[config.mk]
export PLATFORM = sky130hd
export DESIGN_NAME = mem_rsp_router
export DESIGN_NICKNAME = d
export VERILOG_FILES = /design/src/common/cache_mem_pkg.sv /design/src/mem_arbiter/mem_rsp_router.sv
export SDC_FILE = /design/constraint.sdc
export NUM_CORES = 1
export LEC_CHECK = 0
export BUFFER_PORTS_ARGS = -buffer_cell sky130_fd_sc_hd__buf_4
export CORE_MARGIN = 2
export CORE_UTILIZATION = 32
export CTS_BUF_LIST = sky130_fd_sc_hd__clkbuf_8
export CTS_CLUSTER_DIAMETER = 100
export DETAILED_ROUTE_END_ITERATION = 10
export HOLD_SLACK_MARGIN = 0.08
export PLACE_DENSITY_LB_ADDON = 0.15
export SLEW_MARGIN = 20
export SYNTH_ARGS = -nofsm -noshare
export SYNTH_HDL_FRONTEND = slang
export SYNTH_SLANG_ARGS = --single-unit
[constraint.sdc]
create_clock -name clk_i -period 0.8 [get_ports clk_i]
set_input_delay 0.16 -clock clk_i [delete_from_list [all_inputs] [get_ports clk_i]]
set_output_delay 0.16 -clock clk_i [all_outputs]
set_load 0.02 [all_outputs]
[src/common/cache_mem_pkg.sv]
////////////////////
// Shared widths, source numbering and bus structs of the L1 memory plumbing.
// Modules refer to these by scoped names, no import.
////////////////////
package cache_mem_pkg;

  ////////////////////
  // Widths
  ////////////////////
  localparam int ADDR_WIDTH = 40;  // Physical address
  localparam int DATA_WIDTH = 64;
  localparam int BE_WIDTH   = DATA_WIDTH / 8;

  ////////////////////
  // Sources
  ////////////////////
  localparam int NUM_SOURCES = 4;
  localparam int SRC_WIDTH   = 2;
  localparam int SEQ_WIDTH   = 3;  // Per-source sequence number

  localparam int SRC_ICACHE_MISS = 0;
  localparam int SRC_DCACHE_MISS = 1;
  localparam int SRC_WBUF_WRITE  = 2;
  localparam int SRC_UC_WRITE    = 3;

  typedef logic [SRC_WIDTH-1:0] src_id_t;

  // Transaction ID carried on the memory port
  typedef struct packed {
    src_id_t              src;
    logic [SEQ_WIDTH-1:0] seq;
  } mem_id_t;

  // Request as presented by a source
  typedef struct packed {
    logic [ADDR_WIDTH-1:0] addr;
    logic                  is_write;
    logic [DATA_WIDTH-1:0] wdata;
    logic [BE_WIDTH-1:0]   be;
  } src_req_t;

  // Request on the memory port, write data folded into the same word
  typedef struct packed {
    logic [ADDR_WIDTH-1:0] addr;
    logic                  is_write;
    logic [DATA_WIDTH-1:0] wdata;
    logic [BE_WIDTH-1:0]   be;
    mem_id_t               id;
  } mem_req_t;

  typedef struct packed {
    mem_id_t               id;
    logic                  is_write;
    logic [DATA_WIDTH-1:0] rdata;
  } mem_rsp_t;

  // Response as seen by a source, source field already stripped
  typedef struct packed {
    logic                  is_write;
    logic [DATA_WIDTH-1:0] rdata;
    logic [SEQ_WIDTH-1:0]  seq;
  } src_rsp_t;

endpackage

[src/mem_arbiter/mem_rsp_router.sv]
////////////////////
// Routes memory responses back to their source by the ID source field.
// One register stage, one response per cycle.
////////////////////
`timescale 1ns/1ns

module mem_rsp_router (
  input  logic                                  clk_i,
  input  logic                                  rst_ni,
  // Memory response port
  input  logic                                  mem_rsp_valid_i,
  input  cache_mem_pkg::mem_rsp_t               mem_rsp_i,
  // To the transaction tracker
  output logic                                  rsp_fire_o,
  output cache_mem_pkg::src_id_t                rsp_src_o,
  // Source responses, no backpressure
  output logic [cache_mem_pkg::NUM_SOURCES-1:0] src_rsp_valid_o,
  output cache_mem_pkg::src_rsp_t [cache_mem_pkg::NUM_SOURCES-1:0] src_rsp_o
);

  logic [cache_mem_pkg::NUM_SOURCES-1:0] hit;  // Decoded source

  assign rsp_fire_o = mem_rsp_valid_i;
  assign rsp_src_o  = mem_rsp_i.id.src;

  for (genvar s = 0; s < cache_mem_pkg::NUM_SOURCES; s++) begin : gen_slot

    assign hit[s] = mem_rsp_valid_i && (mem_rsp_i.id.src == cache_mem_pkg::src_id_t'(s));

    // Valid lasts one cycle
    always_ff @(posedge clk_i or negedge rst_ni) begin
      if (!rst_ni) begin
        src_rsp_valid_o[s] <= 1'b0;
      end else begin
        src_rsp_valid_o[s] <= hit[s];
      end
    end

    ////////////////////
    // Payload slot
    ////////////////////
    always_ff @(posedge clk_i) begin
      if (hit[s]) begin
        src_rsp_o[s].is_write <= mem_rsp_i.is_write;
        src_rsp_o[s].rdata    <= mem_rsp_i.rdata;
        src_rsp_o[s].seq      <= mem_rsp_i.id.seq;
      end
    end

  end

endmodule

==> key figures <==
Synth
  – Synth top area share: 98.1%
  – Ys Warns: 0
  – Mean post-synth cell area: 29.4 um2
  – Synth Area in Adders: 0%
  – Post-synth net total: 356
  – Leading area contributor after synthesis: edfxtp_1
  – Synthesized area: 8330 um2
  – Synth Area in Compound Gates: 0%
  – FF+latch count, synth: 276
  – XOR/XNOR Fraction of Synth Area: 0%
  – Largest family of logic cells by synthesized area: simple AND/OR/NAND/NOR gates
  – Sequential share of the synthesized area: 99.3%
  – Area contributors post-synth: edfxtp_1 (98%), dfrtp_1 (1.2%), buf_4 (0.27%), and3b_1 (0.21%), nor3b_2 (0.15%)
  – Mux contribution to synthesized area: 0%
  – Distinct cell type count after synthesis: 6
  – Post-Syn Instances: 283
  – Synth Area in Simple Gates: 0.451%

Detailed routing
  – Number of routed nets with antenna violations: 0
  – Drt first pass iters: 4
  – DRC: 0
  – Vias/cell: 4.20
  – Routed WL per cell: 18.4 um
  – Met2 WL: 10.8 mm
  – Top Layer Used: met4
  – Vias: 4,752
  – Drt total wl: 20.9 mm
  – Met3 wire length: 1.97 mm
  – 1st-iter DRT viols: 256
  – M1 WL: 7.52 mm

Cells and area
  – Most common cell after layout, fill and taps aside: buf_6
  – Syn-to-layout area delta: 71.2%
  – Share of cells above drive strength 1: 53.7%
  – Nets@finish: 836
  – Most frequent cells in the layout: buf_6 (274), edfxtp_1 (272), buf_4 (82), dlygate4sd3_1 (70), clkbuf_8 (48)
  – Cell Count, Final, Fillers Out: 1,132
  – Ant diodes: 0
  – Fin area: 14,300 um2
  – Fill cell count: 2,002

Timing
  – Slew Limit Fails: 0
  – Normalized max-slew margin: 82.8%
  – Worst-margin pin slew: 0.258 ns
  – Tcrit/Tclk final: 169%
  – Setup TNS: -115.63 ns
  – Final setup fails: 276
  – Final Critical Period: 1.35 ns
  – Final Hold Viols: 0
  – Post-route setup slack: -0.549 ns
  – Max Freq: 0.742 GHz
  – RSZ-0062 raised after global routing: yes

Global routing
  – Initial antenna violation count: 0
  – First-pass GRT wire length: 28.8 mm
  – GRT Util Overall: 14.4%
  – Vias in the first global route: 5,005
  – Total grt overflow: 0
  – Largest net degree at the start of global routing: 39

Run status
  – Status: finished, violations left
  – Failing checks: negative setup slack

Placement
  – Area of placed instances: 11,600 um2
  – Input/output buffers: 351
  – Pre-CTS setup slack: -0.448 ns
  – GPL Wtd Cong: 0.784
  – Post-Place Cells: 982
  – HPWL after DPL: 14.0 mm

Die
  – Number of cell rows: 59
  – Die span in y: 165 um
  – Die ar.: 27,300 um2
  – Io pins: 352
  – Core ar.: 25,800 um2
  – Initial core utilization: 32.2%
  – Die X-Extent: 165 um

Setup path
  – CP Class: reg2out
  – Critical path launch point type: register
  – Worst-path cell chain: buf_6
  – CP arrival: 1.19 ns
  – CP peak stage delay: 0.48 ns
  – Req. time, crit path: 0.64 ns
  – CP bufs+invs: 1
  – CP endpoint kind: output pin
  – Critical Path Fanout Max: 1
  – Cell family with most CP delay: flip-flops
  – Worst path slowest cell: edfxtp_1

Clock tree
  – CTS Sinks: 276
  – Reg clk slew, reported paths: 0.06 ns
  – Root Driver: clkbuf_8
  – CTS Buffer Depth: 3
  – H-tree depth: 2
  – CTS tree: built
  – Total CTS buffers: 44

Power
  – Power Density: 2270 nW/um2
  – Peak VDD IR: 1270 uV
  – Net Sw Frac: 22.1%
  – Sequential power share: 52.6%
  – Gate power share: 10.4%
  – Int Power: 0.0252 W
  – Switching power: 0.00714 W
  – Static Leakage: 5.51 nW
  – Share of power burned in the clock network: 37.0%

Job
  – Max cap viols: 0

Worst hold path
  – Hold crit path type: in2reg
## power groups by stage
stage | Combinational [W] | Sequential [W] | Clock [W]
global placement | 0.00271 | 0.0172 | 0
finish | 0.00336 | 0.0170 | 0.0120
CTS | 0.00338 | 0.0170 | 0.0124
floorplan | 0.000178 | 0.0180 | 0
detailed placement | 0.00274 | 0.0172 | 0
global route | 0.00353 | 0.0171 | 0.0130
## worst min-delay path, stage by stage
cell	delay [ns]
buf_4	0.12
nor3b_4	0.05
buf_12	0.14
## what timing repair did
item                                   in CTS  in global routing
gates cloned                                0                  0
gates resized for setup                   270                  4
endpoints found under the hold margin     276                  0
hold buffers                               70                  0
setup buffers                               0                  0
setup endpoints to repair                 276                276
## final cells by class
| cell class | instances | area (um2) | area share [%] |
|---|---|---|---|
| flip-flops and latches | 276 | 8270 | 58.0 |
| repair buffers | 437 | 4620 | 32.4 |
| clock buffers | 48 | 661 | 4.63 |
| well taps | 335 | 419 | 2.94 |
| clock inverters | 32 | 236 | 1.66 |
| multi-input cells | 4 | 55.1 | 0.386 |
## logic make-up (layout without fill, tap and decap cells)
family | count (synthesis) | in the layout
buffers and inverters | 3 | 517
DFF | 276 | 276
and+or+nand+nor | 4 | 4
## metrics by stage
| stage | util [%] | hold WS, ns | power (W) |
|---|---|---|---|
| floorplan | - | -0.136 | 0.0182 |
| global placement | 45.0 | -0.0398 | 0.0199 |
| detailed placement | 45.0 | -0.0404 | 0.0199 |
| CTS | 55.1 | 0.0852 | 0.0328 |
| global route | 55.2 | 0.0903 | 0.0336 |
| finish | 55.2 | 0.125 | 0.0323 |
## cells in the mapped netlist
cell	number
dfrtp_1	4
buf_4	3
nor3b_2	1
and3_2	1
edfxtp_1	272
and3b_1	2
## state kept, by name, indices dropped and copies added, names as in the netlist
name             cells
src_rsp_valid_o      4
src_rsp_o          272
## path summary, 6_finish.rpt
path / slack (ns) / startpoint / cells past startpoint / endpoint
min in group asynchronous: 0.53 / rst_ni / 3 / src_rsp_valid_o[2]
worst max-delay path: -0.55 / src_rsp_o[26] / 1 / src_rsp_o[26]
max in group asynchronous: 0.09 / rst_ni / 3 / src_rsp_valid_o[0]
worst min-delay path: 0.12 / mem_rsp_i[69] / 3 / src_rsp_o[47]
## routing by layer
layer  up-vias  global-route usage [%]
met5         -                       0
met4         0                    5.68
met3        46                    5.74
met2       236                    24.8
met1      2344                    16.0
li1       2126                       -
Power figures use the tool's default switching activity.
