### src/common/cache_mem_pkg.sv
////////////////////
// Shared widths, source numbering and bus structs of the L1 memory plumbing.
// Modules refer to these by scoped names, no import.
////////////////////
package cache_mem_pkg;

  ////////////////////
  // Widths
  ////////////////////
  localparam int ADDR_WIDTH = 40;  // Physical address
  localparam int DATA_WIDTH = 64;
  localparam int BE_WIDTH   = DATA_WIDTH / 8;

  ////////////////////
  // Sources
  ////////////////////
  localparam int NUM_SOURCES = 4;
  localparam int SRC_WIDTH   = 2;
  localparam int SEQ_WIDTH   = 3;  // Per-source sequence number

  localparam int SRC_ICACHE_MISS = 0;
  localparam int SRC_DCACHE_MISS = 1;
  localparam int SRC_WBUF_WRITE  = 2;
  localparam int SRC_UC_WRITE    = 3;

  typedef logic [SRC_WIDTH-1:0] src_id_t;

  // Transaction ID carried on the memory port
  typedef struct packed {
    src_id_t              src;
    logic [SEQ_WIDTH-1:0] seq;
  } mem_id_t;

  // Request as presented by a source
  typedef struct packed {
    logic [ADDR_WIDTH-1:0] addr;
    logic                  is_write;
    logic [DATA_WIDTH-1:0] wdata;
    logic [BE_WIDTH-1:0]   be;
  } src_req_t;

  // Request on the memory port, write data folded into the same word
  typedef struct packed {
    logic [ADDR_WIDTH-1:0] addr;
    logic                  is_write;
    logic [DATA_WIDTH-1:0] wdata;
    logic [BE_WIDTH-1:0]   be;
    mem_id_t               id;
  } mem_req_t;

  typedef struct packed {
    mem_id_t               id;
    logic                  is_write;
    logic [DATA_WIDTH-1:0] rdata;
  } mem_rsp_t;

  // Response as seen by a source, source field already stripped
  typedef struct packed {
    logic                  is_write;
    logic [DATA_WIDTH-1:0] rdata;
    logic [SEQ_WIDTH-1:0]  seq;
  } src_rsp_t;

endpackage

### src/mem_arbiter/mem_txn_tracker.sv
////////////////////
// Per-source in-flight counters and sequence numbers.
// Supplies the ID sequence field and blocks sources that are full.
////////////////////
`timescale 1ns/1ns

module mem_txn_tracker #(
  parameter int MaxOutstanding = 4  // At most 2**SEQ_WIDTH
) (
  input  logic                                   clk_i,
  input  logic                                   rst_ni,
  // Request transfers from the arbiter
  input  logic                                   req_fire_i,
  input  cache_mem_pkg::src_id_t                 req_src_i,
  // Responses from the router
  input  logic                                   rsp_fire_i,
  input  cache_mem_pkg::src_id_t                 rsp_src_i,
  // Per-source status
  output logic [cache_mem_pkg::NUM_SOURCES-1:0]  src_block_o,
  output logic [cache_mem_pkg::NUM_SOURCES-1:0][cache_mem_pkg::SEQ_WIDTH-1:0] src_seq_o
);

  localparam int CntWidth = $clog2(MaxOutstanding + 1);

  logic [cache_mem_pkg::NUM_SOURCES-1:0][CntWidth-1:0]                 cnt_q;
  logic [cache_mem_pkg::NUM_SOURCES-1:0][cache_mem_pkg::SEQ_WIDTH-1:0] seq_q;
  logic [cache_mem_pkg::NUM_SOURCES-1:0]                               inc;
  logic [cache_mem_pkg::NUM_SOURCES-1:0]                               dec;

  for (genvar s = 0; s < cache_mem_pkg::NUM_SOURCES; s++) begin : gen_src

    assign inc[s] = req_fire_i && (req_src_i == cache_mem_pkg::src_id_t'(s));
    // Stray response on an empty source must not wrap the count
    assign dec[s] = rsp_fire_i && (rsp_src_i == cache_mem_pkg::src_id_t'(s))
                    && (cnt_q[s] != '0);

    ////////////////////
    // In-flight count
    ////////////////////
    always_ff @(posedge clk_i or negedge rst_ni) begin
      if (!rst_ni) begin
        cnt_q[s] <= '0;
      end else if (inc[s] != dec[s]) begin
        if (inc[s]) begin
          cnt_q[s] <= cnt_q[s] + CntWidth'(1);
        end else begin
          cnt_q[s] <= cnt_q[s] - CntWidth'(1);
        end
      end
    end

    // Sequence number, wraps at 2**SEQ_WIDTH
    always_ff @(posedge clk_i or negedge rst_ni) begin
      if (!rst_ni) begin
        seq_q[s] <= '0;
      end else if (inc[s]) begin
        seq_q[s] <= seq_q[s] + cache_mem_pkg::SEQ_WIDTH'(1);
      end
    end

    assign src_block_o[s] = (cnt_q[s] == CntWidth'(MaxOutstanding));
    assign src_seq_o[s]   = seq_q[s];

  end

endmodule

### config.mk
export PLATFORM = sky130hd
export DESIGN_NAME = mem_txn_tracker
export DESIGN_NICKNAME = d
export VERILOG_FILES = /design/src/common/cache_mem_pkg.sv /design/src/mem_arbiter/mem_txn_tracker.sv
export SDC_FILE = /design/constraint.sdc
export NUM_CORES = 1
export LEC_CHECK = 0
export BUFFER_PORTS_ARGS = -buffer_cell sky130_fd_sc_hd__buf_2
export CAP_MARGIN = 0
export CORE_MARGIN = 2
export CORE_UTILIZATION = 53
export CTS_BUF_LIST = sky130_fd_sc_hd__clkbuf_16
export DETAILED_ROUTE_END_ITERATION = 8
export GPL_ROUTABILITY_DRIVEN = 0
export HOLD_SLACK_MARGIN = 0.12
export PLACE_DENSITY_LB_ADDON = 0.15
export SLEW_MARGIN = 20
export SYNTH_ARGS = -nofsm -noshare
export SYNTH_HDL_FRONTEND = slang
export SYNTH_SLANG_ARGS = --single-unit
### constraint.sdc
create_clock -name clk_i -period 1.9 [get_ports clk_i]
set_input_delay 0.57 -clock clk_i [delete_from_list [all_inputs] [get_ports clk_i]]
set_output_delay 0.57 -clock clk_i [all_outputs]
set_load 0.02 [all_outputs]
==> run_results.csv <==
group,metric,value,unit
status,status,"finished clean",
global_routing,grt_max_degree,25,
floorplan,initial_core_util,56.6,%
finish,n_antenna_cell,0,
yosys,yosysTopAreaCellShare,48.0,%
placement,portBuffers,23,
yosys,synthFlopType,"dfrtp_1",
yosys,syn_inst,99,
clock_tree,cts_root_buf,"clkbuf_16",
detailed_routing,top_layer,"met4",
floorplan,die_h,52.6,um
timing,hold_slack,0.289,ns
clock_tree,cts.htree.levels,1,
detailed_routing,dr.pass1.iters,2,
floorplan,rows,17,
timing,max-slew-margin-rel,64.4,%
clock_tree,numCtsBuffers,3,
finish,final_nets,151,
critical_path,startpoint_type,"register",
timing,max_freq,574,MHz
finish,fillers,162,
detailed_routing,via_per_inst,5.09,
yosys,synth_warnings,0,
floorplan,die_area,2770,um^2
critical_path,critPathRequiredTime,1.33,ns
detailed_routing,ant_nets,0,
clock_tree,clock_path_buffers,2,
yosys,netlist_top_cells_count,"24 x dfrtp_1, 12 x xnor2_1, 8 x xor2_1, 7 x mux2_2, 7 x nand2_1",
global_routing,grt_pass1_vias,802,
timing,setup_viol,0,
yosys,synth.distinct_cells,24,
finish,syn_to_final_growth,22.8,%
critical_path,end_kind,"output port",
detailed_routing,drt-initial-drc-count,5,
flow_run,drv_cap,0,
global_routing,antenna_found_initial,0,
finish,drive_gt1_share,36.1,%
yosys,yosysMostFrequentCell,"dfrtp_1",
pwr,power.density,1600,nW/um^2
yosys,synth-edff-count,0,
placement,dp_hpwl,1590,um
critical_path,r2r_cells,4,
placement,post_dp_cell_area,1460,um^2
timing,grt_setup_unrepaired,"false",
clock_tree,hold_buffers,0,
timing,fin_crit,1.74,ns
yosys,synth_area_leaders,"dfrtp_1 48%, xnor2_1 8.4%, fa_1 6.4%, mux2_2 6.3%, xor2_1 5.6%",
pwr,leakagePower,0.708,nW
detailed_routing,wirelength_met1,962,um
timing,finalMaxSlewViolations,0,
yosys,ys_seq_elements,24,
min_path,worstHoldPathType,"in2async",
detailed_routing,wl,2120,um
yosys,synth_async_sr_flop_share,100,%
detailed_routing,wl_met2,1020,um
critical_path,r2r_start,"cnt_q[9]",
finish,multi_input_area,636,um^2
detailed_routing,routedWlPerCell,13.2,um
detailed_routing,route.detailed.drc,0,
clock_tree,cts_resized,0,
yosys,netlist_area,1250,um^2
yosys,syn_nets,115,
timing,fin_crit_sh,91.6,%
floorplan,die_w,52.6,um
timing,finalSetupTns,0,ns
clock_tree,clkSinkCount,24,
critical_path,rrSetupSlack,0.22,ns
clock_tree,clkLatencyLatePin,0.26,ns
floorplan,core-area,2210,um^2
clock_tree,clk_pin_slew,0.06,ns
global_routing,overflow,0,
clock_tree,post_cts_buffers,0,
yosys,seq_area_frac_synth,48.0,%
critical_path,critPathKind,"reg2out",
pwr,peakVddDrop,1.03,mV
global_routing,grt_usage,17.8,%
clock_tree,cts_tree,"yes",
critical_path,cp.arrival,1.17,ns
yosys,syn_area_per_cell,12.6,um^2
detailed_routing,vias,820,
detailed_routing,met3_wirelength,79,um
timing,worst_pin_slew,0.533,ns
timing,skew,0.00294,ns
global_routing,grt_pass1_wl,3460,um
finish,seqCellArea,601,um^2
floorplan,io_pins,24,
timing,hold_violations,0,
finish,postLayoutCoreUtil,69.5,%
yosys,synth_top_area_cell,"dfrtp_1",
critical_path,path_max_fanout,4,
critical_path,reg2reg_to,"cnt_q[10]",
finish,final_cell_area,1540,um^2
## how the worst max path moves through the flow
| stage | start | to | slack (ns) |
|---|---|---|---|
| floorplan | req_src_i[0] | cnt_q[2] | 0.06 |
| global placement | req_src_i[1] | cnt_q[5] | -0.03 |
| detailed placement | req_src_i[0] | cnt_q[2] | -0.06 |
| CTS | cnt_q[6] | src_block_o[2] | 0.17 |
| global route | req_fire_i | cnt_q[2] | 0.10 |
| finish | cnt_q[6] | src_block_o[2] | 0.16 |
## power by group
part | switching (W) | internal, W | total [W]
sequential | 0.000269 | 0.000779 | 0.00105
clock | 0.000169 | 0.000278 | 0.000447
combinational | 0.000497 | 0.000470 | 0.000967
total | 0.000935 | 0.00153 | 0.00246
## registers in the layout, indices dropped and copies added, names as in the netlist
| name | count |
|---|---|
| src_seq_o | 12 |
| cnt_q | 12 |
## routing by layer
layer	vias up	track usage, %
met5	-	0
met4	0	11.5
met3	4	2.57
met2	18	28.5
met1	396	22.3
li1	402	-
## layout make-up
| cell class | instances | area share (%) |
|---|---|---|
| multi-input cells | 71 | 41.4 |
| inverters | 4 | 0.977 |
| flip-flops and latches | 24 | 39.1 |
| clock buffers | 3 | 4.89 |
| repair buffers | 31 | 11.4 |
| well taps | 28 | 2.28 |
## cell usage in the layout, fill, tap and decap left out
master / instances
and2_1: 1
and2_2: 1
and3b_2: 1
and4bb_2: 1
buf_2: 23
buf_4: 8
clkbuf_16: 3
dfrtp_1: 24
fa_1: 4
ha_1: 4
inv_1: 3
inv_2: 1
mux2_2: 7
mux2i_1: 4
nand2_1: 7
nand2b_1: 2
nand3_1: 1
nand3b_2: 1
nand4_1: 3
nor2_1: 3
nor3_1: 4
nor3b_1: 4
nor3b_4: 1
nor4b_2: 1
or3_1: 1
xnor2_1: 12
xor2_1: 8
## per-stage QoR
| step | setup WS (ns) | total power (W) | cells |
|---|---|---|---|
| global route | 0.103 | 0.00265 | 161 |
| global placement | -0.0266 | 0.00198 | 158 |
| finish | 0.159 | 0.00246 | 161 |
| detailed placement | -0.0613 | 0.00204 | 158 |
| floorplan | 0.0607 | 0.00170 | 99 |
| CTS | 0.174 | 0.00250 | 161 |
## kinds of logic after synthesis
group,Yosys count,synth area share [%]
fa+ha+maj,8,10.4
flops,24,48.0
mux,11,9.50
buf+inv,4,1.20
simple gates,32,16.9
xor+xnor,20,14.0
## worst max-delay path: stages, from the launching register on
cell and delay [ns]:
dfrtp_1 0.43, nor3b_1 0.27, buf_2 0.21
Power figures use the tool's default switching activity.
